File: src/source/can_frame_params.svh
`ifndef CAN_FRAME_PARAMS_SVH
`define CAN_FRAME_PARAMS_SVH

// ##################################################
// Message field widths.
`define ARB_W      29   // Arbitration field.
`define CTRL_W     3    // Control field.
`define LEN_W      11   // Header length field.
`define DLC_W      4    // Byte count.
`define MAX_BYTES  8    // Largest payload in bytes.
`define TAIL_W     20   // Tail field.

// CRC results.
`define PCRC_W     13
`define FCRC_W     32

// ##################################################
// Frame sizes.
`define HDR_W      44   // SOF, arbitration, length, control.
`define BODY_W     121  // Header, header CRC, full payload.
`define FRM_W      173  // Body, frame CRC, tail.
`define FRM_FIXED  109  // Frame bits without payload.

`define SEC_TAG    16   // Authentication tag bytes.

`endif

File: src/source/can_frame_pkg.sv
`include "can_frame_params.svh"

package can_frame_pkg;

    // ##################################################
    // Message fields.
    typedef logic [`ARB_W-1:0]          arb_t;
    typedef logic [`CTRL_W-1:0]         ctrl_t;
    typedef logic [`LEN_W-1:0]          len_t;
    typedef logic [`DLC_W-1:0]          dlc_t;
    typedef logic [`MAX_BYTES*8-1:0]    payload_t;
    typedef logic [`TAIL_W-1:0]         tail_t;

    // CRC results.
    typedef logic [`PCRC_W-1:0]         pcrc_t;
    typedef logic [`FCRC_W-1:0]         fcrc_t;

    // ##################################################
    // Frame vectors.
    typedef logic [`HDR_W-1:0]          hdr_t;
    typedef logic [`BODY_W-1:0]         body_t;
    typedef logic [`FRM_W-1:0]          frm_t;
    typedef logic [7:0]                 frm_len_t;  // Up to 173 bits.

    typedef enum logic [2:0]
    {
        idle,
        hdr_crc,
        body_crc,
        assemble,
        hold
    } ctrl_state_t;

endpackage

File: src/source/can_frame_gen.sv
`timescale 1ns/1ps

module can_frame_gen
(
    input  logic                     clk,
    input  logic                     g_rst,
    // Start request.
    input  logic                     start_valid,
    output logic                     start_ready,
    input  can_frame_pkg::arb_t      arb,
    input  can_frame_pkg::ctrl_t     ctrl,
    input  can_frame_pkg::dlc_t      dlc,
    input  can_frame_pkg::payload_t  payload,
    input  can_frame_pkg::tail_t     tail,
    input  logic                     sec,
    // Header CRC engine.
    output logic                     hdr_valid,
    output can_frame_pkg::hdr_t      hdr_data,
    input  logic                     pcrc_valid,
    input  can_frame_pkg::pcrc_t     pcrc,
    // Frame CRC engine.
    output logic                     body_valid,
    output can_frame_pkg::body_t     body_data,
    input  logic                     fcrc_valid,
    input  can_frame_pkg::fcrc_t     fcrc,
    // To bit stuffing.
    output logic                     frame_valid,
    input  logic                     frame_ready,
    output can_frame_pkg::frm_t      frame_data,
    output can_frame_pkg::frm_len_t  frame_len
);

    import can_frame_pkg::*;

    logic     capture;
    logic     pcrc_load;
    logic     fcrc_load;
    logic     frame_load;
    dlc_t     bytes;
    payload_t payload_q;
    tail_t    tail_q;

    // ##################################################
    frame_ctrl ctrl_i
    (
        .clk         (clk),
        .g_rst       (g_rst),
        .start_valid (start_valid),
        .pcrc_valid  (pcrc_valid),
        .fcrc_valid  (fcrc_valid),
        .frame_ready (frame_ready),
        .start_ready (start_ready),
        .hdr_valid   (hdr_valid),
        .body_valid  (body_valid),
        .frame_valid (frame_valid),
        .capture     (capture),
        .pcrc_load   (pcrc_load),
        .fcrc_load   (fcrc_load),
        .frame_load  (frame_load)
    );

    frame_header header_i
    (
        .clk       (clk),
        .g_rst     (g_rst),
        .capture   (capture),
        .arb       (arb),
        .ctrl      (ctrl),
        .dlc       (dlc),
        .payload   (payload),
        .tail      (tail),
        .sec       (sec),
        .hdr_data  (hdr_data),
        .bytes     (bytes),
        .payload_q (payload_q),
        .tail_q    (tail_q)
    );

    frame_assembler assembler_i
    (
        .clk        (clk),
        .g_rst      (g_rst),
        .pcrc_load  (pcrc_load),
        .fcrc_load  (fcrc_load),
        .frame_load (frame_load),
        .hdr_data   (hdr_data),
        .bytes      (bytes),
        .payload_q  (payload_q),
        .tail_q     (tail_q),
        .pcrc       (pcrc),
        .fcrc       (fcrc),
        .body_data  (body_data),
        .frame_data (frame_data),
        .frame_len  (frame_len)
    );

endmodule

File: src/source/frame_assembler.sv
`timescale 1ns/1ps
`include "can_frame_params.svh"

module frame_assembler
(
    input  logic                     clk,
    input  logic                     g_rst,
    input  logic                     pcrc_load,
    input  logic                     fcrc_load,
    input  logic                     frame_load,
    input  can_frame_pkg::hdr_t      hdr_data,
    input  can_frame_pkg::dlc_t      bytes,
    input  can_frame_pkg::payload_t  payload_q,
    input  can_frame_pkg::tail_t     tail_q,
    input  can_frame_pkg::pcrc_t     pcrc,
    input  can_frame_pkg::fcrc_t     fcrc,
    output can_frame_pkg::body_t     body_data,
    output can_frame_pkg::frm_t      frame_data,
    output can_frame_pkg::frm_len_t  frame_len
);

    import can_frame_pkg::*;

    pcrc_t      pcrc_q;
    fcrc_t      fcrc_q;
    logic [6:0] pay_bits;       // Payload length in bits, 0 to 64.
    payload_t   payload_mask;
    payload_t   payload_sel;
    frm_t       frame_head;
    frm_t       frame_trail;
    frm_t       frame_nxt;
    frm_len_t   frame_len_nxt;

    // ##################################################
    // CRC capture.
    always_ff @(posedge clk)
    begin
        if (pcrc_load)
            pcrc_q <= pcrc;
        if (fcrc_load)
            fcrc_q <= fcrc;
    end

    // Keep only the leading bytes of the payload.
    assign pay_bits     = {bytes, 3'b000};
    assign payload_mask = ~({(`MAX_BYTES*8){1'b1}} >> pay_bits);
    assign payload_sel  = payload_q & payload_mask;

    assign body_data = {hdr_data, pcrc_q, payload_sel};

    // ##################################################
    // Final frame.
    // Head holds header, pcrc and payload with zeros below.
    assign frame_head = {body_data, {(`FRM_W-`BODY_W){1'b0}}};

    // CRC and tail slide up against the last payload byte.
    // Ones below them are the recessive fill.
    assign frame_trail = {fcrc_q, tail_q, {(`FRM_W-`FCRC_W-`TAIL_W){1'b1}}}
                         >> (`HDR_W + `PCRC_W + pay_bits);

    assign frame_nxt     = frame_head | frame_trail;
    assign frame_len_nxt = frm_len_t'(`FRM_FIXED) + frm_len_t'(pay_bits);

    always_ff @(posedge clk)
    begin
        if (frame_load)
            frame_data <= frame_nxt;
    end

    always_ff @(posedge clk or posedge g_rst)
    begin
        if (g_rst)
        begin
            frame_len <= '0;
        end
        else if (frame_load)
        begin
            frame_len <= frame_len_nxt;
        end
    end

endmodule

File: src/source/frame_ctrl.sv
`timescale 1ns/1ps

module frame_ctrl
(
    input  logic clk,
    input  logic g_rst,
    input  logic start_valid,
    input  logic pcrc_valid,
    input  logic fcrc_valid,
    input  logic frame_ready,
    output logic start_ready,
    output logic hdr_valid,
    output logic body_valid,
    output logic frame_valid,
    output logic capture,
    output logic pcrc_load,
    output logic fcrc_load,
    output logic frame_load
);

    import can_frame_pkg::*;

    ctrl_state_t state;
    ctrl_state_t state_nxt;

    // Request valids straight from the state.
    assign start_ready = (state == idle);
    assign hdr_valid   = (state == hdr_crc);
    assign body_valid  = (state == body_crc);
    assign frame_valid = (state == hold);

    // ##################################################
    // Handshake strobes.
    assign capture    = start_valid & start_ready;
    assign pcrc_load  = pcrc_valid & hdr_valid;   // Stray pulses ignored.
    assign fcrc_load  = fcrc_valid & body_valid;
    assign frame_load = (state == assemble);

    always_ff @(posedge clk or posedge g_rst)
    begin
        if (g_rst)
        begin
            state <= idle;
        end
        else
        begin
            state <= state_nxt;
        end
    end

    always_comb
    begin
        state_nxt = state;
        case (state)
            idle:
            begin
                if (capture)
                    state_nxt = hdr_crc;
            end
            hdr_crc:
            begin
                if (pcrc_load)
                    state_nxt = body_crc;
            end
            body_crc:
            begin
                if (fcrc_load)
                    state_nxt = assemble;
            end
            assemble:
            begin
                state_nxt = hold;   // Frame register loads here.
            end
            hold:
            begin
                if (frame_valid && frame_ready)
                    state_nxt = idle;
            end
            default:
            begin
                state_nxt = idle;
            end
        endcase
    end

endmodule

File: src/source/frame_header.sv
`timescale 1ns/1ps
`include "can_frame_params.svh"

module frame_header
(
    input  logic                     clk,
    input  logic                     g_rst,
    input  logic                     capture,
    input  can_frame_pkg::arb_t      arb,
    input  can_frame_pkg::ctrl_t     ctrl,
    input  can_frame_pkg::dlc_t      dlc,
    input  can_frame_pkg::payload_t  payload,
    input  can_frame_pkg::tail_t     tail,
    input  logic                     sec,
    output can_frame_pkg::hdr_t      hdr_data,
    output can_frame_pkg::dlc_t      bytes,
    output can_frame_pkg::payload_t  payload_q,
    output can_frame_pkg::tail_t     tail_q
);

    import can_frame_pkg::*;

    arb_t  arb_q;
    ctrl_t ctrl_q;
    logic  sec_q;
    dlc_t  bytes_clamp;
    len_t  len_field;

    // Anything above the largest payload counts as full.
    assign bytes_clamp = (dlc > dlc_t'(`MAX_BYTES)) ? dlc_t'(`MAX_BYTES) : dlc;

    always_ff @(posedge clk or posedge g_rst)
    begin
        if (g_rst)
        begin
            bytes <= '0;
            sec_q <= 1'b0;
        end
        else if (capture)
        begin
            bytes <= bytes_clamp;
            sec_q <= sec;
        end
    end

    always_ff @(posedge clk)
    begin
        if (capture)
        begin
            arb_q     <= arb;
            ctrl_q    <= ctrl;
            payload_q <= payload;
            tail_q    <= tail;
        end
    end

    // ##################################################
    // Header, MSB first.
    assign len_field = sec_q ? len_t'(bytes) + len_t'(`SEC_TAG) : len_t'(bytes);
    assign hdr_data  = {1'b0, arb_q, len_field, ctrl_q};  // Dominant SOF.

endmodule

File: config.mk
export PLATFORM = sky130hd
export DESIGN_NAME = can_frame_gen
export DESIGN_NICKNAME = d
export VERILOG_FILES = /design/src/source/can_frame_pkg.sv /design/src/source/can_frame_gen.sv /design/src/source/frame_assembler.sv /design/src/source/frame_ctrl.sv /design/src/source/frame_header.sv
export VERILOG_INCLUDE_DIRS = /design/src /design/src/source
export SDC_FILE = /design/constraint.sdc
export NUM_CORES = 1
export LEC_CHECK = 0
export BUFFER_PORTS_ARGS = -buffer_cell sky130_fd_sc_hd__buf_2
export CORE_AREA = 3 3 205 207
export CTS_CLUSTER_DIAMETER = 30
export DETAILED_ROUTE_END_ITERATION = 10
export DIE_AREA = 0 0 208 210
export GPL_TIMING_DRIVEN = 1
export RECOVER_POWER = 50
export SETUP_SLACK_MARGIN = 0.3
export SYNTH_ARGS = -nofsm -noshare
export SYNTH_HDL_FRONTEND = slang
export SYNTH_SLANG_ARGS = --single-unit
File: constraint.sdc
create_clock -name clk -period 6.2 [get_ports clk]
set_clock_uncertainty 0.2 [all_clocks]
set_input_delay 1.24 -clock clk [delete_from_list [all_inputs] [get_ports clk]]
set_output_delay 1.24 -clock clk [all_outputs]
set_load 0.1 [all_outputs]
==> reports/qor.txt, run 1 <==
Status = finished with violations
Failing checks = max-capacitance violations, max-slew violations
Final Hold Violating Endpoints = 0
Worst EP arrival = 3.67 ns
Starting DRT DRC Count = 971
Final Net Count = 1,663
Setup Viol. Count Final = 0
Worst-path maximum fanout = 47
Clock sinks = 341
Core Footprint = 40,600 um^2
Top cell type by total area after synthesis = edfxtp_1
Remaining DRCs = 0
Pin count of the biggest net entering global routing = 141
H-Tree Depth = 3
Yosys reg bits = 341
Setup Fix Bufs, Post-CTS = 0
Synth area leaders = edfxtp_1 65%, buf_4 5.7%, dfrtp_1 2.3%
Routed wire length per instance = 24.0 um
Setup TNS = 0 ns
Period minus WS final = 5.11 ns
Die Wd = 208 um
Initial antenna violation count = 7
First-pass GRT wire length = 70,800 um
Die area = 43,700 um^2
Critical-path top delay cell = dfrtp_1
Die Ht = 210 um
GPL Wtd Cong = 0.902
Cell row count = 74
Starting Density = 37.5%
Max-slew violation count = 202
Max clock buf depth = 3
Synth top area share = 64.6%
GRT overflow = 0
Synthesized netlist cell count = 1,047
All-Layer GR Usage = 21.9%
TritonRoute pass-1 iters = 6
Worst slew pin tran = 3.48 ns
Critical Path RT = 4.76 ns
RSZ-0062 raised after global routing = no
Share of cells above drive strength 1 = 44.6%
M1 wire length = 20,000 um
Count of cell types in the netlist = 62
Post-synth EDFFs = 327
Top layer in use = met5
Achievable frequency = 0.196 GHz
Top cells by count, synth = 327 x edfxtp_1, 115 x buf_4, 61 x nand2_1
Vias = 10.5k
CTS tree = built
Layout area overhead = 31.2%
Number of global-route vias before repair = 10.5k
Period utilization = 82.5%
Worst Setup End Kind = output pin
CP Cell Sequence = inv_2 -> nand2_2 -> and2_1 -> buf_2
Leading register cell type out of synthesis = edfxtp_1
Count leader, synth = edfxtp_1
Post-route ant nets = 0
Hold WC Path Type = reg2reg
Max Cap Violations = 3
Vias per inst = 5.03
Critical path's largest stage delay = 1.49 ns
Post-CTS sizing = 0
Syn_area_per_cell = 14.5 um^2
Worst-path clk slew = 0.05 ns
Clock root buffer master = clkbuf_16
Detailed placer's ending HPWL = 35,500 um
Post-synthesis async set-or-reset flop share = 4.11%
Routed met3 length = 4170 um
Syn. warnings = 0
I/O Buffers = 499
Crit path launch type = register
Drt total wl = 50,000 um
CTS Hold Buffers Added = 0
Sequential area share after synthesis = 66.9%
Worst-Skew Late Latency = 0.58 ns
Io pins = 522
Crit Path Class = reg2out
Relative slew slack = -132%
Netlist Area Pre-Place = 15,200 um^2
Num CTS Buffers = 76
WL met2 = 24,600 um
==> cells by family (layout without fill, tap and decap cells) <==
kind of cell / after synthesis / in the layout / share of synthesized area (%)
flops: 341 / 341 / 66.9
xor+xnor: 1 / 1 / 0.0576
mux: 81 / 81 / 6.87
buf+inv: 183 / 664 / 7.96
fa+ha+maj: 4 / 4 / 0.329
compound gates: 228 / 228 / 10.8
simple gates: 208 / 208 / 7.05
other cells: 1 / 25 / 0.0247
==> sequential cells by signal, indices dropped and copies added, names as in the netlist <==
name	flops
assembler_i.fcrc_q	32
header_i.arb_q	29
assembler_i.pcrc_q	13
header_i.sec_q	1
assembler_i.frame_len	6
assembler_i.frame_data	166
header_i.ctrl_q	3
header_i.payload_q	64
header_i.bytes	4
ctrl_i.state	3
header_i.tail_q	20
==> metal layers <==
| metal | vias to the layer above | GRT usage, % |
|---|---|---|
| met5 | - | 0 |
| met4 | 8 | 7.23 |
| met3 | 79 | 6.44 |
| met2 | 553 | 36.2 |
| met1 | 5113 | 27.8 |
| li1 | 4730 | - |
==> critical path: cells and delay by family (launching register included) <==
kind / cells / cell delay, ns
flip-flops: 1 / 1.49
AND/OR/NAND/NOR: 2 / 0.84
buffers and inverters: 2 / 0.71
==> cells in the final DEF, fill, tap and decap left out, drive strengths merged, types with 12 or more instances in the layout <==
cell | Yosys | final
a21o | 20 | 20
a21oi | 30 | 30
a22oi | 22 | 22
and2 | 53 | 53
buf | 143 | 497
clkbuf | 25 | 94
clkinv | 1 | 31
conb | 1 | 22
dfrtp | 14 | 14
edfxtp | 327 | 327
inv | 14 | 24
mux2 | 36 | 36
mux2i | 45 | 45
nand2 | 61 | 61
nor2 | 39 | 39
nor2b | 21 | 21
o21ai | 30 | 30
o21bai | 35 | 35
o22ai | 12 | 12
==> per-stage QoR <==
step	worst slack, ns	cells	instance area [um^2]	utilization, %	hold slack (ns)
CTS	1.43	2081	20000	49.2	0.241
floorplan	1.00	1068	15300	-	0.228
global placement	2.09	1941	17400	42.9	0.230
detailed placement	2.05	1941	17400	42.9	0.230
finish	1.09	2084	19900	49.2	0.239
global route	0.847	2084	19900	49.2	0.255
==> worst paths after layout <==
check | slack, ns | endpoint | startpoint | cells past startpoint
max | 1.09 | body_data[39] | header_i.bytes[3]$_DFFE_PP0P_ | 4
min | 0.24 | assembler_i.frame_data[120]$_DFFE_PP_ | assembler_i.pcrc_q[4]$_DFFE_PP_ | 0
max reg2reg | 1.51 | header_i.bytes[1]$_DFFE_PP0P_ | ctrl_i.state[0]$_DFFE_PP0P_ | 5
min reg2reg | 0.24 | assembler_i.frame_data[120]$_DFFE_PP_ | assembler_i.pcrc_q[4]$_DFFE_PP_ | 0
max in group asynchronous | 4.75 | header_i.bytes[0]$_DFFE_PP0P_ | g_rst | 2
min in group asynchronous | 0.55 | assembler_i.frame_len[6]$_DFFE_PP0P_ | g_rst | 2
==> layout make-up <==
cell class / count / area [um^2]
Clock inverter: 58 / 601
Timing Repair Buffer: 509 / 2560
Multi-Input combinational cell: 544 / 3900
Clock buffer: 82 / 1970
Antenna cell: 3 / 7.51
Fill cell: 3578 / 20600
Tap cell: 532 / 666
Inverter: 15 / 67.6
Sequential cell: 341 / 10200
Power of run 1 is not shown: default switching activity piles up to over one toggle a cycle in this logic, so the estimate is an artifact.
==> inputs of run 2 (changes only) <==
--- a/config.mk
+++ b/config.mk
@@ -6,12 +6,14 @@
 export SDC_FILE = /design/constraint.sdc
 export NUM_CORES = 1
 export LEC_CHECK = 0
+export ABC_AREA = 1
 export BUFFER_PORTS_ARGS = -buffer_cell sky130_fd_sc_hd__buf_2
-export CORE_AREA = 3 3 205 207
+export CORE_AREA = 3 3 203 205
 export CTS_CLUSTER_DIAMETER = 30
 export DETAILED_ROUTE_END_ITERATION = 10
-export DIE_AREA = 0 0 208 210
+export DIE_AREA = 0 0 206 208
 export GPL_TIMING_DRIVEN = 1
+export PLACE_DENSITY = 0.65
 export RECOVER_POWER = 50
 export SETUP_SLACK_MARGIN = 0.3
 export SYNTH_ARGS = -nofsm -noshare
==> constraint.sdc (replaced) <==
create_clock -name clk -period 4.2 [get_ports clk]
set_clock_uncertainty 0.2 [all_clocks]
set_input_delay 0.84 -clock clk [delete_from_list [all_inputs] [get_ports clk]]
set_output_delay 0.84 -clock clk [all_outputs]
set_load 0.1 [all_outputs]
==> run 2 against run 1 <==
  * The run still ends with max-capacitance violations, max-slew violations left
  * Sequential cell count unchanged
  * Cell count rose by 12%
  * Critical path depth increased by 1
  * Clock-buffer cell count is 7 higher
  * Synthesized cell count is 24% higher
==> reports/qor.txt, run 2 <==
Syn_area_per_cell = 11.4 um^2
Top cell type by total area after synthesis = edfxtp_1
Reg-to-Reg End = assembler_i.frame_len[6]$_DFFE_PP0P_
Count of cell types in the netlist = 31
First-pass GRT wire length = 73,500 um
Critical path's largest stage delay = 0.55 ns
Setup Viol. Count Final = 0
Layout area overhead = 35.7%
Critical Path RT = 3.16 ns
Worst-path clk slew = 0.05 ns
Worst-Skew Late Latency = 0.58 ns
H-Tree Depth = 3
Period minus WS final = 3.67 ns
Period utilization = 87.3%
Die Ht = 208 um
Pin count of the biggest net entering global routing = 90
RSZ-0062 raised after global routing = no
TritonRoute pass-1 iters = 5
Worst slew pin tran = 1.84 ns
Worst Setup End Kind = output pin
Achievable frequency = 0.273 GHz
Reg2reg path depth = 6
Die area = 42,800 um^2
Routed wire length per instance = 21.8 um
Vias = 11.4k
Post-synthesis async set-or-reset flop share = 4.11%
Core Footprint = 39,600 um^2
Netlist Area Pre-Place = 14,900 um^2
Clock sinks = 341
Setup TNS = 0 ns
Critical-path top delay cell = dfrtp_2
Max-slew violation count = 221
Critical Path End = body_data[53]
CP Cell Sequence = nor2_8 -> inv_4 -> nor2_8 -> nor2_1 -> buf_2
Crit path from = header_i.bytes[3]$_DFFE_PP0P_
Detailed placer's ending HPWL = 37,500 um
Failing checks = max-capacitance violations, max-slew violations
Largest registers = assembler_i.frame_data: 166 flops, header_i.payload_q: 64 flops, assembler_i.fcrc_q: 32 flops
Post-synth EDFFs = 327
Top cells by count, synth = 344 x nand2_1, 327 x edfxtp_1, 196 x nand3_1
Num CTS Buffers = 82
Starting Density = 37.5%
Yosys reg bits = 341
Setup Fix Bufs, Post-CTS = 0
Sequential area share after synthesis = 68.3%
Reg2reg setup slack = 0.79 ns
Starting DRT DRC Count = 1,015
Final Net Count = 1,930
Initial antenna violation count = 4
Crit path launch type = register
Worst-path maximum fanout = 33
Most frequent cells in the layout = 464 x buf_2, 345 x nand2_1, 327 x edfxtp_1
Max FFs per register = 166
Final Hold Violating Endpoints = 0
I/O Buffers = 499
Share of cells above drive strength 1 = 36.0%
Max Cap Violations = 4
R2R Path Start = ctrl_i.state[2]$_DFFE_PP0P_
Syn. warnings = 0
Relative slew slack = -23.0%
GPL Wtd Cong = 0.937
Remaining DRCs = 0
Commonest non-fill, non-tap cell in the layout = buf_2
Post-route ant nets = 0
WP depth = 5
Die Wd = 206 um
Crit Path Class = reg2out
Hold WC Path Type = in2async
Fillers = 3,568
Clock root buffer master = clkbuf_16
Synth top area share = 66.0%
Top reg by flops = assembler_i.frame_data
Drt total wl = 51,000 um
Vias per inst = 4.88
Count leader, synth = nand2_1
Synth area leaders = edfxtp_1 66%, nand2_1 8.7%, nand3_1 6.6%
Synthesized netlist cell count = 1,301
Worst EP arrival = 2.63 ns
Max clock buf depth = 3
Leading register cell type out of synthesis = edfxtp_1
CTS tree = built
CP bufs+invs = 2
Crit path top cell by count = nor2_8
Number of global-route vias before repair = 11.5k
Io pins = 522
Status = finished with violations
Cell row count = 73
GRT overflow = 0
All-Layer GR Usage = 23.1%
Critical path's top delay family = simple AND/OR/NAND/NOR gates
## run 2: area by class of cell
cell class	count	area, um^2	share of cell area (%)
Clock inverter	56	682	3.38
Clock buffer	89	2100	10.4
Inverter	107	409	2.03
Timing Repair Buffer	513	2950	14.6
Multi-Input combinational cell	709	3210	15.9
Tap cell	525	657	3.25
Sequential cell	341	10200	50.4
Antenna cell	3	7.51	0.0372
## run 2: through the flow
step | setup WS [ns] | hold WS, ns | instances | cell area [um^2] | utilization (%)
5_1_grt | 0.362 | 0.129 | 2342 | 20200 | 50.9
3_5_place_dp | 1.02 | 0.238 | 2195 | 17500 | 44.1
3_3_place_gp | 1.08 | 0.224 | 2195 | 17500 | 44.1
4_1_cts | 0.393 | 0.104 | 2340 | 20300 | 51.1
6_report | 0.534 | 0.112 | 2343 | 20200 | 50.9
2_1_floorplan | 0.317 | 0.228 | 1322 | 15000 | -
## run 2: worst min path at each step
| stage | slack, ns | endpoint | from |
|---|---|---|---|
| 6_report | 0.11 | ctrl_i.state[2]$_DFFE_PP0P_ | g_rst |
| 3_5_place_dp | 0.24 | assembler_i.frame_data[128]$_DFFE_PP_ | assembler_i.pcrc_q[12]$_DFFE_PP_ |
| 3_3_place_gp | 0.22 | assembler_i.frame_data[127]$_DFFE_PP_ | assembler_i.pcrc_q[11]$_DFFE_PP_ |
| 5_1_grt | 0.13 | ctrl_i.state[2]$_DFFE_PP0P_ | g_rst |
| 4_1_cts | 0.10 | ctrl_i.state[2]$_DFFE_PP0P_ | g_rst |
| 2_1_floorplan | 0.23 | assembler_i.frame_data[116]$_DFFE_PP_ | assembler_i.pcrc_q[0]$_DFFE_PP_ |
## run 2: routing by layer
layer / share of wire [%] / vias up / GRT usage (%)
met1: 41 / 5436 / 30.3
met3: 9.1 / 102 / 6.56
li1: - / 5265 / -
met2: 46 / 635 / 35.9
met4: 3.8 / 2 / 9.78
met5: 0.025 / - / 0
## run 2: cells by family after synthesis
logic type	synth area share, %
AOI/OAI and AO/OA	3.31
buffers and inverters	10.5
adders and majority gates	0.336
other	0.0252
and+or+nand+nor	17.5
DFF	68.3
## run 2: timing repair
action	CTS	global route
hold buffers	0	0
setup endpoints to repair	0	5
endpoints found under the hold margin	0	0
resized for setup	0	1
## run 2: worst reg2reg max path: cells and delay by family, from the launching register on
family | cells | cell delay (ns)
AND/OR/NAND/NOR | 1 | 0.26
flip-flops | 1 | 0.40
AO/OA/AOI/OAI | 2 | 0.49
buffers and inverters | 3 | 1.96
Power of run 2 is left out for the same reason.
